<file path="src/common/audioTx_settings.svh">
/*
 * Audio playback constants
 * Voice count, FIFO sizing, flash SPI and I2S bit clock timing
 */
`ifndef AUDIO_TX_SETTINGS_SVH
`define AUDIO_TX_SETTINGS_SVH

// ------------------------------
// Voices and FIFO
`define AUDIO_VOICES      2
`define AUDIO_FIFO_DEPTH  16
// Readers held at and above this fill
`define AUDIO_FIFO_ALERT  12

// ------------------------------
// Serial flash and I2S timing, in iSCLK cycles
`define SFM_SCK_DIV       2
`define SFM_CS_HOLD       4
`define I2S_BCLK_DIV      4

`endif
</file>
<file path="src/common/audioTxPkg.sv">
/*
 * Audio playback types
 * PCM sample word and the register write word with its two views
 */
package audioTxPkg;

	// Signed 16-bit PCM sample
	typedef logic signed [15:0] sampleT;

	// ------------------------------
	// Register write word
	// Address picks the view
	typedef union packed
	{
		// Voice config registers 0x10 / 0x14
		struct packed
		{
			logic [15:0] endIdx;
			logic [15:0] startIdx;
		} chanCfg;

		// Control register 0x00
		struct packed
		{
			logic [29:0] rsvd;
			// One enable bit per voice
			logic [1:0]  enable;
		} ctrl;
	} csrWordT;

endpackage

</file>
<file path="src/common/romCtrlIf.sv">
/*
 * Per-voice control bundle
 * Config from the register file, index and done status from the reader
 */
`timescale 1ns/1ns

interface romCtrlIf;

	// Config side
	logic        enable;
	logic [15:0] startIdx;
	logic [15:0] endIdx;

	// Status side
	logic [15:0] curIdx;
	logic        done;

	// Register file end
	modport csr (output enable, startIdx, endIdx,
		input curIdx, done);

	// Flash reader end
	modport reader (input enable, startIdx, endIdx,
		output curIdx, done);

endinterface

</file>
<file path="src/logic/audioTxTop.sv">
/*
 * Audio playback top
 * Register file, two flash readers, mixer FIFO and I2S output
 */
`timescale 1ns/1ns
`include "audioTx_settings.svh"

module audioTxTop import audioTxPkg::*; (
	input  logic                     iSCLK,
	input  logic                     iSRST,
	// Register bus
	input  logic                     iWe,
	input  logic [7:0]               iAdrs,
	input  logic [31:0]              iWd,
	output logic [31:0]              oRd,
	// Serial flash, one bit per voice
	output logic [`AUDIO_VOICES-1:0] oSfmSck,
	output logic [`AUDIO_VOICES-1:0] oSfmMosi,
	input  logic [`AUDIO_VOICES-1:0] iSfmMiso,
	output logic [`AUDIO_VOICES-1:0] oSfmCs,
	// I2S
	output logic                     oI2sBclk,
	output logic                     oI2sLrclk,
	output logic                     oI2sSdata
);

	sampleT sample0;
	sampleT sample1;
	sampleT fifoHead;
	logic   valid0;
	logic   valid1;
	logic   room;
	logic   alert;
	logic   pop;
	logic   empty;

	romCtrlIf voice0If ();
	romCtrlIf voice1If ();

	// ------------------------------
	// Decode stage
	audioTxCsr csr_i (
		.iSCLK(iSCLK), .iSRST(iSRST), .iWe(iWe), .iAdrs(iAdrs), .iWd(iWd),
		.oRd(oRd), .iFifoAlert(alert), .voice0(voice0If), .voice1(voice1If)
	);

	// ------------------------------
	// Execute stage
	audioRomRead romRead0_i (
		.iSCLK(iSCLK), .iSRST(iSRST), .ctrl(voice0If), .iRoom(room),
		.oSample(sample0), .oValid(valid0), .oSfmSck(oSfmSck[0]),
		.oSfmMosi(oSfmMosi[0]), .iSfmMiso(iSfmMiso[0]), .oSfmCs(oSfmCs[0])
	);
	audioRomRead romRead1_i (
		.iSCLK(iSCLK), .iSRST(iSRST), .ctrl(voice1If), .iRoom(room),
		.oSample(sample1), .oValid(valid1), .oSfmSck(oSfmSck[1]),
		.oSfmMosi(oSfmMosi[1]), .iSfmMiso(iSfmMiso[1]), .oSfmCs(oSfmCs[1])
	);

	sampleMixFifo mixFifo_i (
		.iSCLK(iSCLK), .iSRST(iSRST), .iEnable({voice1If.enable, voice0If.enable}),
		.iSample0(sample0), .iValid0(valid0), .iSample1(sample1), .iValid1(valid1),
		.oRoom(room), .oAlert(alert), .iPop(pop), .oHead(fifoHead), .oEmpty(empty)
	);

	// ------------------------------
	// Result stage
	i2sTx i2sTx_i (
		.iSCLK(iSCLK), .iSRST(iSRST), .iHead(fifoHead), .iEmpty(empty), .oPop(pop),
		.oI2sBclk(oI2sBclk), .oI2sLrclk(oI2sLrclk), .oI2sSdata(oI2sSdata)
	);

endmodule

</file>
<file path="src/logic/i2sTx.sv">
/*
 * I2S serializer
 * 32 BCLK frame, same sample in both halves, MSB one BCLK after LRCLK
 * Pops one FIFO entry per frame, zero on underflow
 */
`timescale 1ns/1ns
`include "audioTx_settings.svh"

module i2sTx import audioTxPkg::*; (
	input  logic   iSCLK,
	input  logic   iSRST,
	input  sampleT iHead,
	input  logic   iEmpty,
	output logic   oPop,
	output logic   oI2sBclk,
	output logic   oI2sLrclk,
	output logic   oI2sSdata
);

	logic [7:0]  divCnt;
	logic [4:0]  slotCnt;
	logic [4:0]  slotNext;
	logic [31:0] frameShift;
	logic        bclkTick;
	logic        bclkFall;
	logic        frameStart;

	// BCLK half period tick
	assign bclkTick   = (divCnt == 8'(`I2S_BCLK_DIV - 1));
	assign bclkFall   = bclkTick & oI2sBclk;
	assign slotNext   = slotCnt + 5'd1;
	// LRCLK falling edge, start of left half
	assign frameStart = bclkFall & (slotNext == 5'd0);
	assign oPop       = frameStart & ~iEmpty;

	always_ff @(posedge iSCLK)
	begin
		if (iSRST)
		begin
			divCnt     <= '0;
			oI2sBclk   <= 1'b0;
			oI2sLrclk  <= 1'b0;
			oI2sSdata  <= 1'b0;
			// First falling edge opens a frame
			slotCnt    <= 5'd31;
			frameShift <= '0;
		end
		else
		begin
			divCnt <= bclkTick ? 8'd0 : divCnt + 8'd1;
			if (bclkTick)
				oI2sBclk <= ~oI2sBclk;
			// ------------------------------
			// Everything moves on BCLK fall
			if (bclkFall)
			begin
				slotCnt   <= slotNext;
				oI2sLrclk <= slotNext[4];
				// Last right LSB still goes out on the frame edge
				oI2sSdata <= frameShift[31];
				if (frameStart)
					frameShift <= iEmpty ? 32'd0 : {iHead, iHead};
				else
					frameShift <= {frameShift[30:0], 1'b0};
			end
		end
	end

endmodule

</file>
<file path="src/logic/sampleMixFifo.sv">
/*
 * Voice mixer and sample FIFO
 * Pairs pending samples, adds them with saturation, queues the sum
 * Fill count drives room for the readers and the alert flag
 */
`timescale 1ns/1ns
`include "audioTx_settings.svh"

module sampleMixFifo import audioTxPkg::*; (
	input  logic                     iSCLK,
	input  logic                     iSRST,
	input  logic [`AUDIO_VOICES-1:0] iEnable,
	input  sampleT                   iSample0,
	input  logic                     iValid0,
	input  sampleT                   iSample1,
	input  logic                     iValid1,
	output logic                     oRoom,
	output logic                     oAlert,
	input  logic                     iPop,
	output sampleT                   oHead,
	output logic                     oEmpty
);

	localparam int PtrW = $clog2(`AUDIO_FIFO_DEPTH);

	sampleT          pend0Data;
	sampleT          pend1Data;
	logic            pend0;
	logic            pend1;
	logic            wrEn;
	sampleT          mixIn0;
	sampleT          mixIn1;
	logic [16:0]     sumWide;
	sampleT          mixSum;
	sampleT          mem [`AUDIO_FIFO_DEPTH];
	logic [PtrW-1:0] wrPtr;
	logic [PtrW-1:0] rdPtr;
	logic [PtrW:0]   fillCnt;

	// ------------------------------
	// Mixer
	// Disabled voice is zero and never waited on
	assign wrEn   = (pend0 | ~iEnable[0]) & (pend1 | ~iEnable[1]) & (|iEnable);
	assign mixIn0 = iEnable[0] ? pend0Data : '0;
	assign mixIn1 = iEnable[1] ? pend1Data : '0;
	assign sumWide = {mixIn0[15], mixIn0} + {mixIn1[15], mixIn1};

	// Clip on signed overflow
	always_comb
	begin
		case (sumWide[16:15])
			2'b01:   mixSum = 16'sh7fff;
			2'b10:   mixSum = 16'sh8000;
			default: mixSum = sumWide[15:0];
		endcase
	end

	always_ff @(posedge iSCLK)
	begin
		if (iSRST)
		begin
			pend0 <= 1'b0;
			pend1 <= 1'b0;
		end
		else
		begin
			// New sample wins over the clear
			if (iValid0)
				pend0 <= 1'b1;
			else if (wrEn || !iEnable[0])
				pend0 <= 1'b0;
			if (iValid1)
				pend1 <= 1'b1;
			else if (wrEn || !iEnable[1])
				pend1 <= 1'b0;
		end
	end

	always_ff @(posedge iSCLK)
	begin
		if (iValid0)
			pend0Data <= iSample0;
		if (iValid1)
			pend1Data <= iSample1;
		if (wrEn)
			mem[wrPtr] <= mixSum;
	end

	// ------------------------------
	// Circular buffer pointers and fill
	always_ff @(posedge iSCLK)
	begin
		if (iSRST)
		begin
			wrPtr   <= '0;
			rdPtr   <= '0;
			fillCnt <= '0;
		end
		else
		begin
			if (wrEn)
				wrPtr <= wrPtr + 1'b1;
			if (iPop)
				rdPtr <= rdPtr + 1'b1;
			case ({wrEn, iPop})
				2'b10:   fillCnt <= fillCnt + 1'b1;
				2'b01:   fillCnt <= fillCnt - 1'b1;
				default: ;
			endcase
		end
	end

	assign oHead  = mem[rdPtr];
	assign oEmpty = (fillCnt == '0);
	assign oRoom  = (fillCnt < (PtrW + 1)'(`AUDIO_FIFO_ALERT));
	assign oAlert = ~oRoom;

endmodule

</file>
<file path="src/romRead/audioRomRead.sv">
/*
 * Serial flash sample reader, one per voice
 * Read command 0x03 per sample, SPI mode 0
 * Streams startIdx..endIdx, then flags done
 */
`timescale 1ns/1ns
`include "audioTx_settings.svh"

module audioRomRead import audioTxPkg::*; (
	input  logic     iSCLK,
	input  logic     iSRST,
	romCtrlIf.reader ctrl,
	input  logic     iRoom,
	output sampleT   oSample,
	output logic     oValid,
	output logic     oSfmSck,
	output logic     oSfmMosi,
	input  logic     iSfmMiso,
	output logic     oSfmCs
);

	// FSM states
	localparam logic [2:0] StIdle = 3'd0;
	localparam logic [2:0] StCmd  = 3'd1;
	localparam logic [2:0] StAddr = 3'd2;
	localparam logic [2:0] StData = 3'd3;
	localparam logic [2:0] StHold = 3'd4;
	localparam logic [2:0] StDone = 3'd5;

	logic [2:0]  state;
	logic [7:0]  divCnt;
	logic [4:0]  bitCnt;
	logic [7:0]  holdCnt;
	logic [31:0] txShift;
	logic [15:0] rxShift;
	logic [15:0] curIdx;
	logic        enPrev;
	logic        doneFlag;
	logic        busy;
	logic        sckTick;
	logic        sckRise;
	logic        dataEnd;

	// SCK runs only inside a transaction
	assign busy    = (state == StCmd) | (state == StAddr) | (state == StData);
	assign sckTick = busy & (divCnt == 8'(`SFM_SCK_DIV - 1));
	assign sckRise = sckTick & ~oSfmSck;
	// Falling edge after the last data bit
	assign dataEnd = sckTick & oSfmSck & (state == StData) & (bitCnt == 5'd15);

	assign oSfmMosi    = txShift[31];
	assign ctrl.curIdx = curIdx;
	assign ctrl.done   = doneFlag;

	// ------------------------------
	// Control FSM
	always_ff @(posedge iSCLK)
	begin
		if (iSRST)
		begin
			state    <= StIdle;
			divCnt   <= '0;
			bitCnt   <= '0;
			holdCnt  <= '0;
			txShift  <= '0;
			curIdx   <= '0;
			enPrev   <= 1'b0;
			doneFlag <= 1'b0;
			oSfmSck  <= 1'b0;
			oSfmCs   <= 1'b1;
			oValid   <= 1'b0;
		end
		else
		begin
			enPrev <= ctrl.enable;
			oValid <= 1'b0;
			divCnt <= sckTick ? 8'd0 : divCnt + 8'd1;
			if (!ctrl.enable)
			begin
				// Disabled: drop any read in flight
				state   <= StIdle;
				oSfmCs  <= 1'b1;
				oSfmSck <= 1'b0;
			end
			else if (!enPrev)
			begin
				// Rising enable restarts the voice
				curIdx   <= ctrl.startIdx;
				doneFlag <= 1'b0;
				state    <= StIdle;
			end
			else
			begin
				case (state)
					StIdle:
					begin
						// New read only with FIFO room
						if (iRoom)
						begin
							oSfmCs  <= 1'b0;
							txShift <= {8'h03, 7'd0, curIdx, 1'b0};
							bitCnt  <= '0;
							divCnt  <= '0;
							state   <= StCmd;
						end
					end
					StCmd, StAddr, StData:
					begin
						if (sckTick)
						begin
							oSfmSck <= ~oSfmSck;
							// MOSI moves on the falling edge
							if (oSfmSck)
							begin
								bitCnt  <= bitCnt + 5'd1;
								txShift <= {txShift[30:0], 1'b0};
								if ((state == StCmd) && (bitCnt == 5'd7))
								begin
									state  <= StAddr;
									bitCnt <= '0;
								end
								else if ((state == StAddr) && (bitCnt == 5'd23))
								begin
									state  <= StData;
									bitCnt <= '0;
								end
								else if (dataEnd)
								begin
									state   <= StHold;
									oSfmCs  <= 1'b1;
									oValid  <= 1'b1;
									holdCnt <= '0;
								end
							end
						end
					end
					StHold:
					begin
						// CS high gap, then next index or stop
						if (holdCnt == 8'(`SFM_CS_HOLD - 1))
						begin
							if (curIdx == ctrl.endIdx)
							begin
								doneFlag <= 1'b1;
								state    <= StDone;
							end
							else
							begin
								curIdx <= curIdx + 16'd1;
								state  <= StIdle;
							end
						end
						else
							holdCnt <= holdCnt + 8'd1;
					end
					// StDone waits for enable to drop
					default: ;
				endcase
			end
		end
	end

	// ------------------------------
	// Data path, MSB first on SCK rise
	always_ff @(posedge iSCLK)
	begin
		if (sckRise && (state == StData))
			rxShift <= {rxShift[14:0], iSfmMiso};
		if (dataEnd)
			oSample <= rxShift;
	end

endmodule

</file>
<file path="src/logic/audioTxCsr.sv">
/*
 * Audio register file
 * Holds voice enables and sample index ranges
 * Read mux returns config, reader status and the FIFO alert
 */
`timescale 1ns/1ns
`include "audioTx_settings.svh"

module audioTxCsr import audioTxPkg::*; (
	input  logic        iSCLK,
	input  logic        iSRST,
	input  logic        iWe,
	input  logic [7:0]  iAdrs,
	input  csrWordT     iWd,
	output logic [31:0] oRd,
	input  logic        iFifoAlert,
	romCtrlIf.csr       voice0,
	romCtrlIf.csr       voice1
);

	logic [`AUDIO_VOICES-1:0] enReg;
	logic [15:0]              start0;
	logic [15:0]              end0;
	logic [15:0]              start1;
	logic [15:0]              end1;

	// ------------------------------
	// Write decode
	always_ff @(posedge iSCLK)
	begin
		if (iSRST)
		begin
			enReg  <= '0;
			start0 <= '0;
			end0   <= '0;
			start1 <= '0;
			end1   <= '0;
		end
		else if (iWe)
		begin
			case (iAdrs)
				// Control, ctrl view
				8'h00: enReg <= iWd.ctrl.enable;
				// Voice ranges, chanCfg view
				8'h10:
				begin
					start0 <= iWd.chanCfg.startIdx;
					end0   <= iWd.chanCfg.endIdx;
				end
				8'h14:
				begin
					start1 <= iWd.chanCfg.startIdx;
					end1   <= iWd.chanCfg.endIdx;
				end
				// Status and index registers ignore writes
				default: ;
			endcase
		end
	end

	// Config out to readers
	assign voice0.enable   = enReg[0];
	assign voice0.startIdx = start0;
	assign voice0.endIdx   = end0;
	assign voice1.enable   = enReg[1];
	assign voice1.startIdx = start1;
	assign voice1.endIdx   = end1;

	// ------------------------------
	// Read mux, unmapped reads zero
	always_comb
	begin
		case (iAdrs)
			8'h00:   oRd = {30'd0, enReg};
			8'h04:   oRd = {23'd0, iFifoAlert, 6'd0, voice1.done, voice0.done};
			8'h10:   oRd = {end0, start0};
			8'h14:   oRd = {end1, start1};
			8'h20:   oRd = {16'd0, voice0.curIdx};
			8'h24:   oRd = {16'd0, voice1.curIdx};
			default: oRd = 32'd0;
		endcase
	end

endmodule

</file>
<file path="config.mk">
export PLATFORM = sky130hd
export DESIGN_NAME = audioTxTop
export DESIGN_NICKNAME = d
export VERILOG_FILES = /design/src/common/audioTxPkg.sv /design/src/common/romCtrlIf.sv /design/src/logic/audioTxTop.sv /design/src/logic/i2sTx.sv /design/src/logic/sampleMixFifo.sv /design/src/romRead/audioRomRead.sv /design/src/logic/audioTxCsr.sv
export VERILOG_INCLUDE_DIRS = /design/src /design/src/common
export SDC_FILE = /design/constraint.sdc
export NUM_CORES = 1
export LEC_CHECK = 0
export BUFFER_PORTS_ARGS = -buffer_cell sky130_fd_sc_hd__buf_2
export CORE_UTILIZATION = 39
export DETAILED_ROUTE_END_ITERATION = 8
export GPL_TIMING_DRIVEN = 0
export PLACE_DENSITY = 0.65
export SETUP_SLACK_MARGIN = 0.4
export SLEW_MARGIN = 20
export SYNTH_ARGS = -nofsm -noshare
export SYNTH_HDL_FRONTEND = slang
export SYNTH_SLANG_ARGS = --single-unit
</file>
<file path="constraint.sdc">
create_clock -name iSCLK -period 4.7 [get_ports iSCLK]
set_clock_uncertainty 0.1 [all_clocks]
set_input_delay 0.47 -clock iSCLK [delete_from_list [all_inputs] [get_ports iSCLK]]
set_output_delay 0.47 -clock iSCLK [all_outputs]
set_load 0.02 [all_outputs]
</file>
==> results of run 1 <==
## cells in the mapped netlist (all sizes together) (5+ instances only)
master	instances	area [um2]
nand2	338	1270
and3	23	144
o211ai	7	52.6
nand3	84	420
a31oi	26	163
mux2i	10	100
a311oi	35	307
a21oi	172	861
a22o	19	166
buf	22	110
xor2	53	464
nor4	15	100
or3	13	81.3
nor3	72	360
a211oi	21	158
o21a	5	37.5
clkbuf	139	522
nor2	186	698
inv	39	146
nor4b	5	43.8
a21o	28	210
nand4	28	175
a22oi	39	293
xnor2	39	342
and2	39	244
or4	7	52.6
or4b	6	67.6
o22ai	5	31.3
nand2b	7	43.8
a41oi	5	43.8
o21ai	51	255
mux4	80	1800
a32o	5	50.1
ha	40	500
edfxtp	352	10600
nor2b	7	43.8
dfxtp	285	5710
## state kept, by name, summed over array words and instances, names as in the netlist, 31 cells and up, named ones only
register            cells
romRead1_i.txShift     31
i2sTx_i.frameShift     32
romRead0_i.txShift     31
mixFifo_i.mem         256
## per-stage QoR
| stage | area, um2 | setup TNS [ps] | power, mW | hold slack, ps | std cells |
|---|---|---|---|---|---|
| finish | 32000 | 0 | 11.4 | 23.7 | 3562 |
| CTS | 31800 | 0 | 11.5 | 2.34 | 3555 |
| detailed placement | 29200 | -221660 | 6.15 | 305 | 3414 |
| global placement | 28800 | -244080 | 6.14 | 301 | 3388 |
| global route | 32000 | 0 | 11.7 | 3.02 | 3562 |
| floorplan | 27200 | 0 | 6.06 | 300 | 2373 |
## critical path: stages, from the launching register on
cell      delay, ps
dfxtp_4         380
buf_6           150
clkbuf_8        170
and2_1          130
ha_2            200
inv_1            60
fa_1            410
nor2b_2         170
o31ai_2         110
a311o_1         380
a21oi_2         190
o21ai_1         110
a21o_1          200
ha_4            290
inv_2            70
nand2_2         190
buf_8           210
o21ai_2         150
buf_4           220
## report_power, final
| group | total [mW] | switching (mW) | leakage, nW | internal, mW |
|---|---|---|---|---|
| Sequential | 5.85 | 0.0159 | 5.23 | 5.83 |
| Combinational | 0.199 | 0.139 | 4.04 | 0.0604 |
| Clock | 5.34 | 2.26 | 1.11 | 3.08 |
| Total | 11.4 | 2.41 | 10.4 | 8.97 |
## final timing paths
kind,slack (ps),endpoint,from
hold / removal,20,csr_i.voice0.startIdx[10],iWd[10]
setup / recovery,530,mixFifo_i.mem[3][10],csr_i.enReg[1]
setup reg to reg,530,mixFifo_i.mem[3][10],csr_i.enReg[1]
hold reg to reg,300,romRead0_i.oSample[15],romRead0_i.rxShift[15]
## metal layers
layer | wire, um | vias to the layer above | global-route usage
met5 | 0 | - | 0
met4 | 2060 | 0 | 0.0685
met3 | 5600 | 148 | 0.0373
met2 | 35200 | 832 | 0.340
met1 | 31300 | 9855 | 0.277
li1 | - | 9201 | -
## final cells by class
class / count / area [um2] / share of cell area
Sequential cell: 637 / 16300 / 0.509
Multi-Input combinational cell: 1537 / 10500 / 0.327
Clock buffer: 88 / 1870 / 0.0585
Tap cell: 931 / 1160 / 0.0364
Timing Repair Buffer: 133 / 953 / 0.0298
Buffer: 161 / 707 / 0.0221
Clock inverter: 35 / 384 / 0.0120
Inverter: 39 / 146 / 0.00458
Antenna cell: 1 / 2.50 / 0.0000783
## cells by family after synthesis
| kind of cell | after synthesis | share of synthesized area |
|---|---|---|
| buffers and inverters | 200 | 0.0286 |
| AO/OA/AOI/OAI | 464 | 0.111 |
| flip-flops | 637 | 0.598 |
| AND/OR/NAND/NOR | 848 | 0.143 |
| XOR/XNOR | 92 | 0.0296 |
| multiplexers | 91 | 0.0703 |
| adder cells (fa/ha/maj) | 41 | 0.0191 |
## timing repair
item                       in CTS  in global routing
setup endpoints to repair     256                251
hold buffers                   15                  0
gates cloned                    1                  0
hold endpoints to repair       25                  0
pin swaps                       6                  6
setup buffers                   2                  6
resized for setup              52                 21
==> metrics, run 1 <==
outcome complete, no violations; Avg Synthesized Cell Area 11.5 um2; Via Count between 20,000 and 25,000; Reg clk slew, reported paths 60 ps; first-pass GRT wire length approximately 110 mm; Num CTS Buffers 68; GRT Total Usage 0.207; final net count approximately 2,700; clk buf depth 3; maximum vdd drop about 0.27 mV; Worst Setup Path Type register to register; CP max FO 14; WP data arrival 4420 ps; EDFF count, synth 352; Util after Layout 0.465; commonest non-fill, non-tap cells in the layout 352 x edfxtp_1, 336 x nand2_1, 283 x dfxtp_1, 173 x nor2_1, 169 x a21oi_1; Starting Density 0.395; Slew Limit Fails 0; DP Worst Slack -1170 ps; first-pass detailed-route iteration total 6; largest net degree at the start of global routing 18; Critical Path Sink Type register; vias in the first global route 19,300; I/O pins between 80 and 90; port bufs 84; Syn Nets 2,459; Leak 10.4 nW; DP HPWL about 52 mm; slew margin rel. 0.290; width of the chip 266 um; FMAX approximately 0.24 GHz; FP Rows 96; crit share post-route 0.887; synth-to-layout area growth 17.5%; hold path cells 3; H-Tree Level Count 3; Hold Vio Cnt, Final 0; DIE HEIGHT 266 um; DRC Markers 0; Setup violations, final 0; initial drt markers 1,889; antenna violations before repair 1; Die Footprint 70,800 um2; RSZ-0062 raised after global routing no; Worst Path Required roughly 5000 ps; cells on worst reg2reg path 18; final setup margin 532 ps; Pwr Density around 360 nW/um2; Routed WL 74.2 mm; post-route ant nets 0; post-synthesis cell type count 77; Tmin final ~4200 ps; vias per cell approximately 5.6; TritonCTS clock tree built; clock latency on the worst-skew pair ~630 ps; max-cap viol count 0; Synth Flop Type edfxtp_1; CTS sink cnt 637; Seq/Total Area, Yosys 0.598; Slew @ Worst Pin 1060 ps; fraction of layout cells with a size suffix above 1 0.146; FF+latch count, synth 637; fillers 6,151; Post-Syn Instances 2,373; root buffer cell clkbuf_16; grt ovf 0; Hold Path Class primary input to register; mapped cell area 27,200 um2; Core ar. 68,800 um2; WL/cell 20.8 um; async set-reset flop share out of synthesis 0; most common cell after layout, fill and taps aside edfxtp_1; Final Wtd Congestion 0.954; critical path launch point type register; number of synthesis warnings 0
Power figures use the tool's default switching activity.
==> inputs of run 2 (changes only) <==
--- a/config.mk
+++ b/config.mk
@@ -6,7 +6,7 @@
 export SDC_FILE = /design/constraint.sdc
 export NUM_CORES = 1
 export LEC_CHECK = 0
-export BUFFER_PORTS_ARGS = -buffer_cell sky130_fd_sc_hd__buf_2
+export BUFFER_PORTS_ARGS = -buffer_cell sky130_fd_sc_hd__clkbuf_2
 export CORE_UTILIZATION = 39
 export DETAILED_ROUTE_END_ITERATION = 8
 export GPL_TIMING_DRIVEN = 0
==> metrics, run 2 (same netlist as run 1, synthesis figures left out) <==
start point of the worst hold path iWd[11] (was iWd[10]); cells on worst reg2reg path 18 (unchanged); Final Wtd Congestion 0.965 (was 0.954); clk buf depth 3 (unchanged); multi-input logic area 10,500 um2 (about the same); DRC Markers 0 (unchanged); Worst Setup Path Type register to register (unchanged); fraction of layout cells with a size suffix above 1 0.149 (was 0.146); commonest non-fill, non-tap cells in the layout 352 x edfxtp_1, 336 x nand2_1, 283 x dfxtp_1, 173 x nor2_1, 168 x a21oi_1 (was 352 x edfxtp_1, 336 x nand2_1, 283 x dfxtp_1, 173 x nor2_1, 169 x a21oi_1); DIE HEIGHT 266 um (unchanged); Routed WL 73.9 mm (was 74.2 mm); CTS sink cnt 637 (unchanged); vias per cell 5.69 (was 5.62); Tmin final 4180 ps (was 4170 ps); Slew @ Worst Pin 1100 ps (was 1060 ps); H-Tree Level Count 3 (unchanged); Hold Path Class primary input to register (unchanged); slew margin rel. 0.263 (was 0.290); first-pass detailed-route iteration total 6 (unchanged); largest net degree at the start of global routing 18 (unchanged); crit share post-route 0.889 (was 0.887); maximum vdd drop 0.224 mV (was 0.269 mV); WL/cell 20.7 um (was 20.8 um); Leak 10.3 nW (was 10.4 nW); hold path cells 3 (unchanged); first-pass GRT wire length 113 mm (about the same); initial drt markers 2,093 (was 1,889); antenna violations before repair 0 (was 1); RSZ-0062 raised after global routing no (unchanged); most common cell after layout, fill and taps aside edfxtp_1 (unchanged); outcome complete, no violations (unchanged); Top Registers mixFifo_i.mem (256), i2sTx_i.frameShift (32) (unchanged); Fin Hold WS 18.1 ps (was 23.7 ps); # diodes 0 (was 1); Pwr Density 350 nW/um2 (was 356 nW/um2); WP data arrival 4560 ps (was 4420 ps); grt ovf 0 (unchanged); post-route cell area 31,900 um2 (was 32,000 um2); Num CTS Buffers 68 (unchanged); max-cap viol count 0 (unchanged); Comb pwr share 0.018 (was 0.017); Critical Path Sink Type register (unchanged); critical path launch point type register (unchanged); Sw Ratio 0.213 (was 0.212); GRT Total Usage 0.208 (was 0.207); RR Startpoint csr_i.enReg[0] (was csr_i.enReg[1]); worst reg2reg setup slack 520 ps (was 530 ps); width of the chip 266 um (unchanged); I/O pins 86 (unchanged); CP max FO 10 (was 14); Largest Register mixFifo_i.mem (unchanged); FMAX 0.239 GHz (was 0.240 GHz); port bufs 84 (unchanged); P_int 8.80 mW (was 8.97 mW); sequential cell area in the final layout 16,300 um2 (unchanged); hold endpoint csr_i.voice1.startIdx[11] (was csr_i.voice0.startIdx[10]); FP Rows 96 (unchanged); Via Count 20,300 (was 20,000); Worst Path Required 5080 ps (was 4950 ps); post-route ant nets 0 (unchanged); fillers 6,176 (was 6,151); Reg clk slew, reported paths 60 ps (about the same); Util after Layout 0.464 (was 0.465); Starting Density 0.395 (unchanged); root buffer cell clkbuf_16 (unchanged); Area after DPL 29,200 um2 (unchanged); clock latency on the worst-skew pair 610 ps (was 630 ps); CP Launch Point csr_i.enReg[0] (was csr_i.enReg[1]); Slew Limit Fails 0 (unchanged); TritonCTS clock tree built (unchanged); Largest register FFs 256 (unchanged); DP HPWL 51.8 mm (was 52.4 mm); synth-to-layout area growth 17.3% (was 17.5%); final net count 2,670 (was 2,663); Core ar. 68,800 um2 (unchanged); Sw Pwr 2.39 mW (was 2.41 mW); Hold Vio Cnt, Final 0 (unchanged); power share of the clock group 0.460 (was 0.469); sequential fraction of design power 0.522 (was 0.514); reg2reg end mixFifo_i.mem[5][14] (was mixFifo_i.mem[3][10]); vias in the first global route 19,300 (about the same); Setup violations, final 0 (unchanged); Die Footprint 70,800 um2 (unchanged)
## run 2: stage by stage
stage	std cells	power [mW]	TNS (ps)	setup WS, ps
after CTS	3560	11.3	0	403
final	3568	11.2	0	520
after global placement	3388	6.14	-240050	-1450
after floorplan	2373	6.06	0	318
after detailed placement	3415	6.15	-192370	-1030
after global routing	3568	11.5	0	374
## run 2: power groups by stage
| stage | Clock (mW) | Sequential [mW] | Combinational (mW) |
|---|---|---|---|
| 2_1_floorplan | 0 | 5.96 | 0.0937 |
| 3_3_place_gp | 0 | 5.96 | 0.175 |
| 3_5_place_dp | 0 | 5.97 | 0.180 |
| 4_1_cts | 5.24 | 5.85 | 0.193 |
| 5_1_grt | 5.47 | 5.84 | 0.210 |
| 6_report | 5.15 | 5.85 | 0.198 |
## run 2: final cells by class
| cell class | count | area share |
|---|---|---|
| sequential | 637 | 0.510 |
| multi-input combinational | 1538 | 0.328 |
| clock buffer | 87 | 0.0574 |
| tap | 931 | 0.0365 |
| timing repair buffer | 139 | 0.0311 |
| buffer | 161 | 0.0223 |
| clock inverter | 36 | 0.00987 |
| inverter | 39 | 0.00458 |
## run 2: layer usage
metal / routed length (um) / vias up / global-route usage
met4: 2870 / 0 / 0.0834
met1: 30900 / 9961 / 0.282
met2: 34200 / 931 / 0.326
met5: 0 / - / 0
met3: 5950 / 186 / 0.0404
li1: - / 9211 / -
## run 2: timing repair
item / 4_1_cts / 5_1_grt
endpoints found under the setup margin: 256 / 256
gates resized for setup: 54 / 28
hold buffers: 16 / 0
endpoints found under the hold margin: 27 / 0
buffers inserted: 4 / 7
pin swaps: 8 / 8
gates cloned: 2 / 1
## run 2: worst max-delay path by stage
stage	endpoint	depth (start not counted)	slack [ps]
finish	mixFifo_i.mem[5][14]	18	520
global route	mixFifo_i.mem[3][14]	16	370
CTS	mixFifo_i.mem[3][12]	16	400
detailed placement	mixFifo_i.mem[2][5]	16	-1030
global placement	mixFifo_i.mem[0][11]	16	-1450
floorplan	mixFifo_i.mem[0][7]	16	320
## run 2: critical path, cell delays in order (launching register included)
cell and delay [ps]:
dfxtp_2 360, buf_8 150, buf_8 150, and2_4 150
ha_2 160, inv_1 60, fa_2 410, nor2b_4 130
o31ai_2 90, a311o_1 370, a21oi_2 180, o21ai_1 110
a21o_1 220, ha_4 290, inv_2 70, or3_1 300
or3_1 310, nand4_1 220, buf_6 180
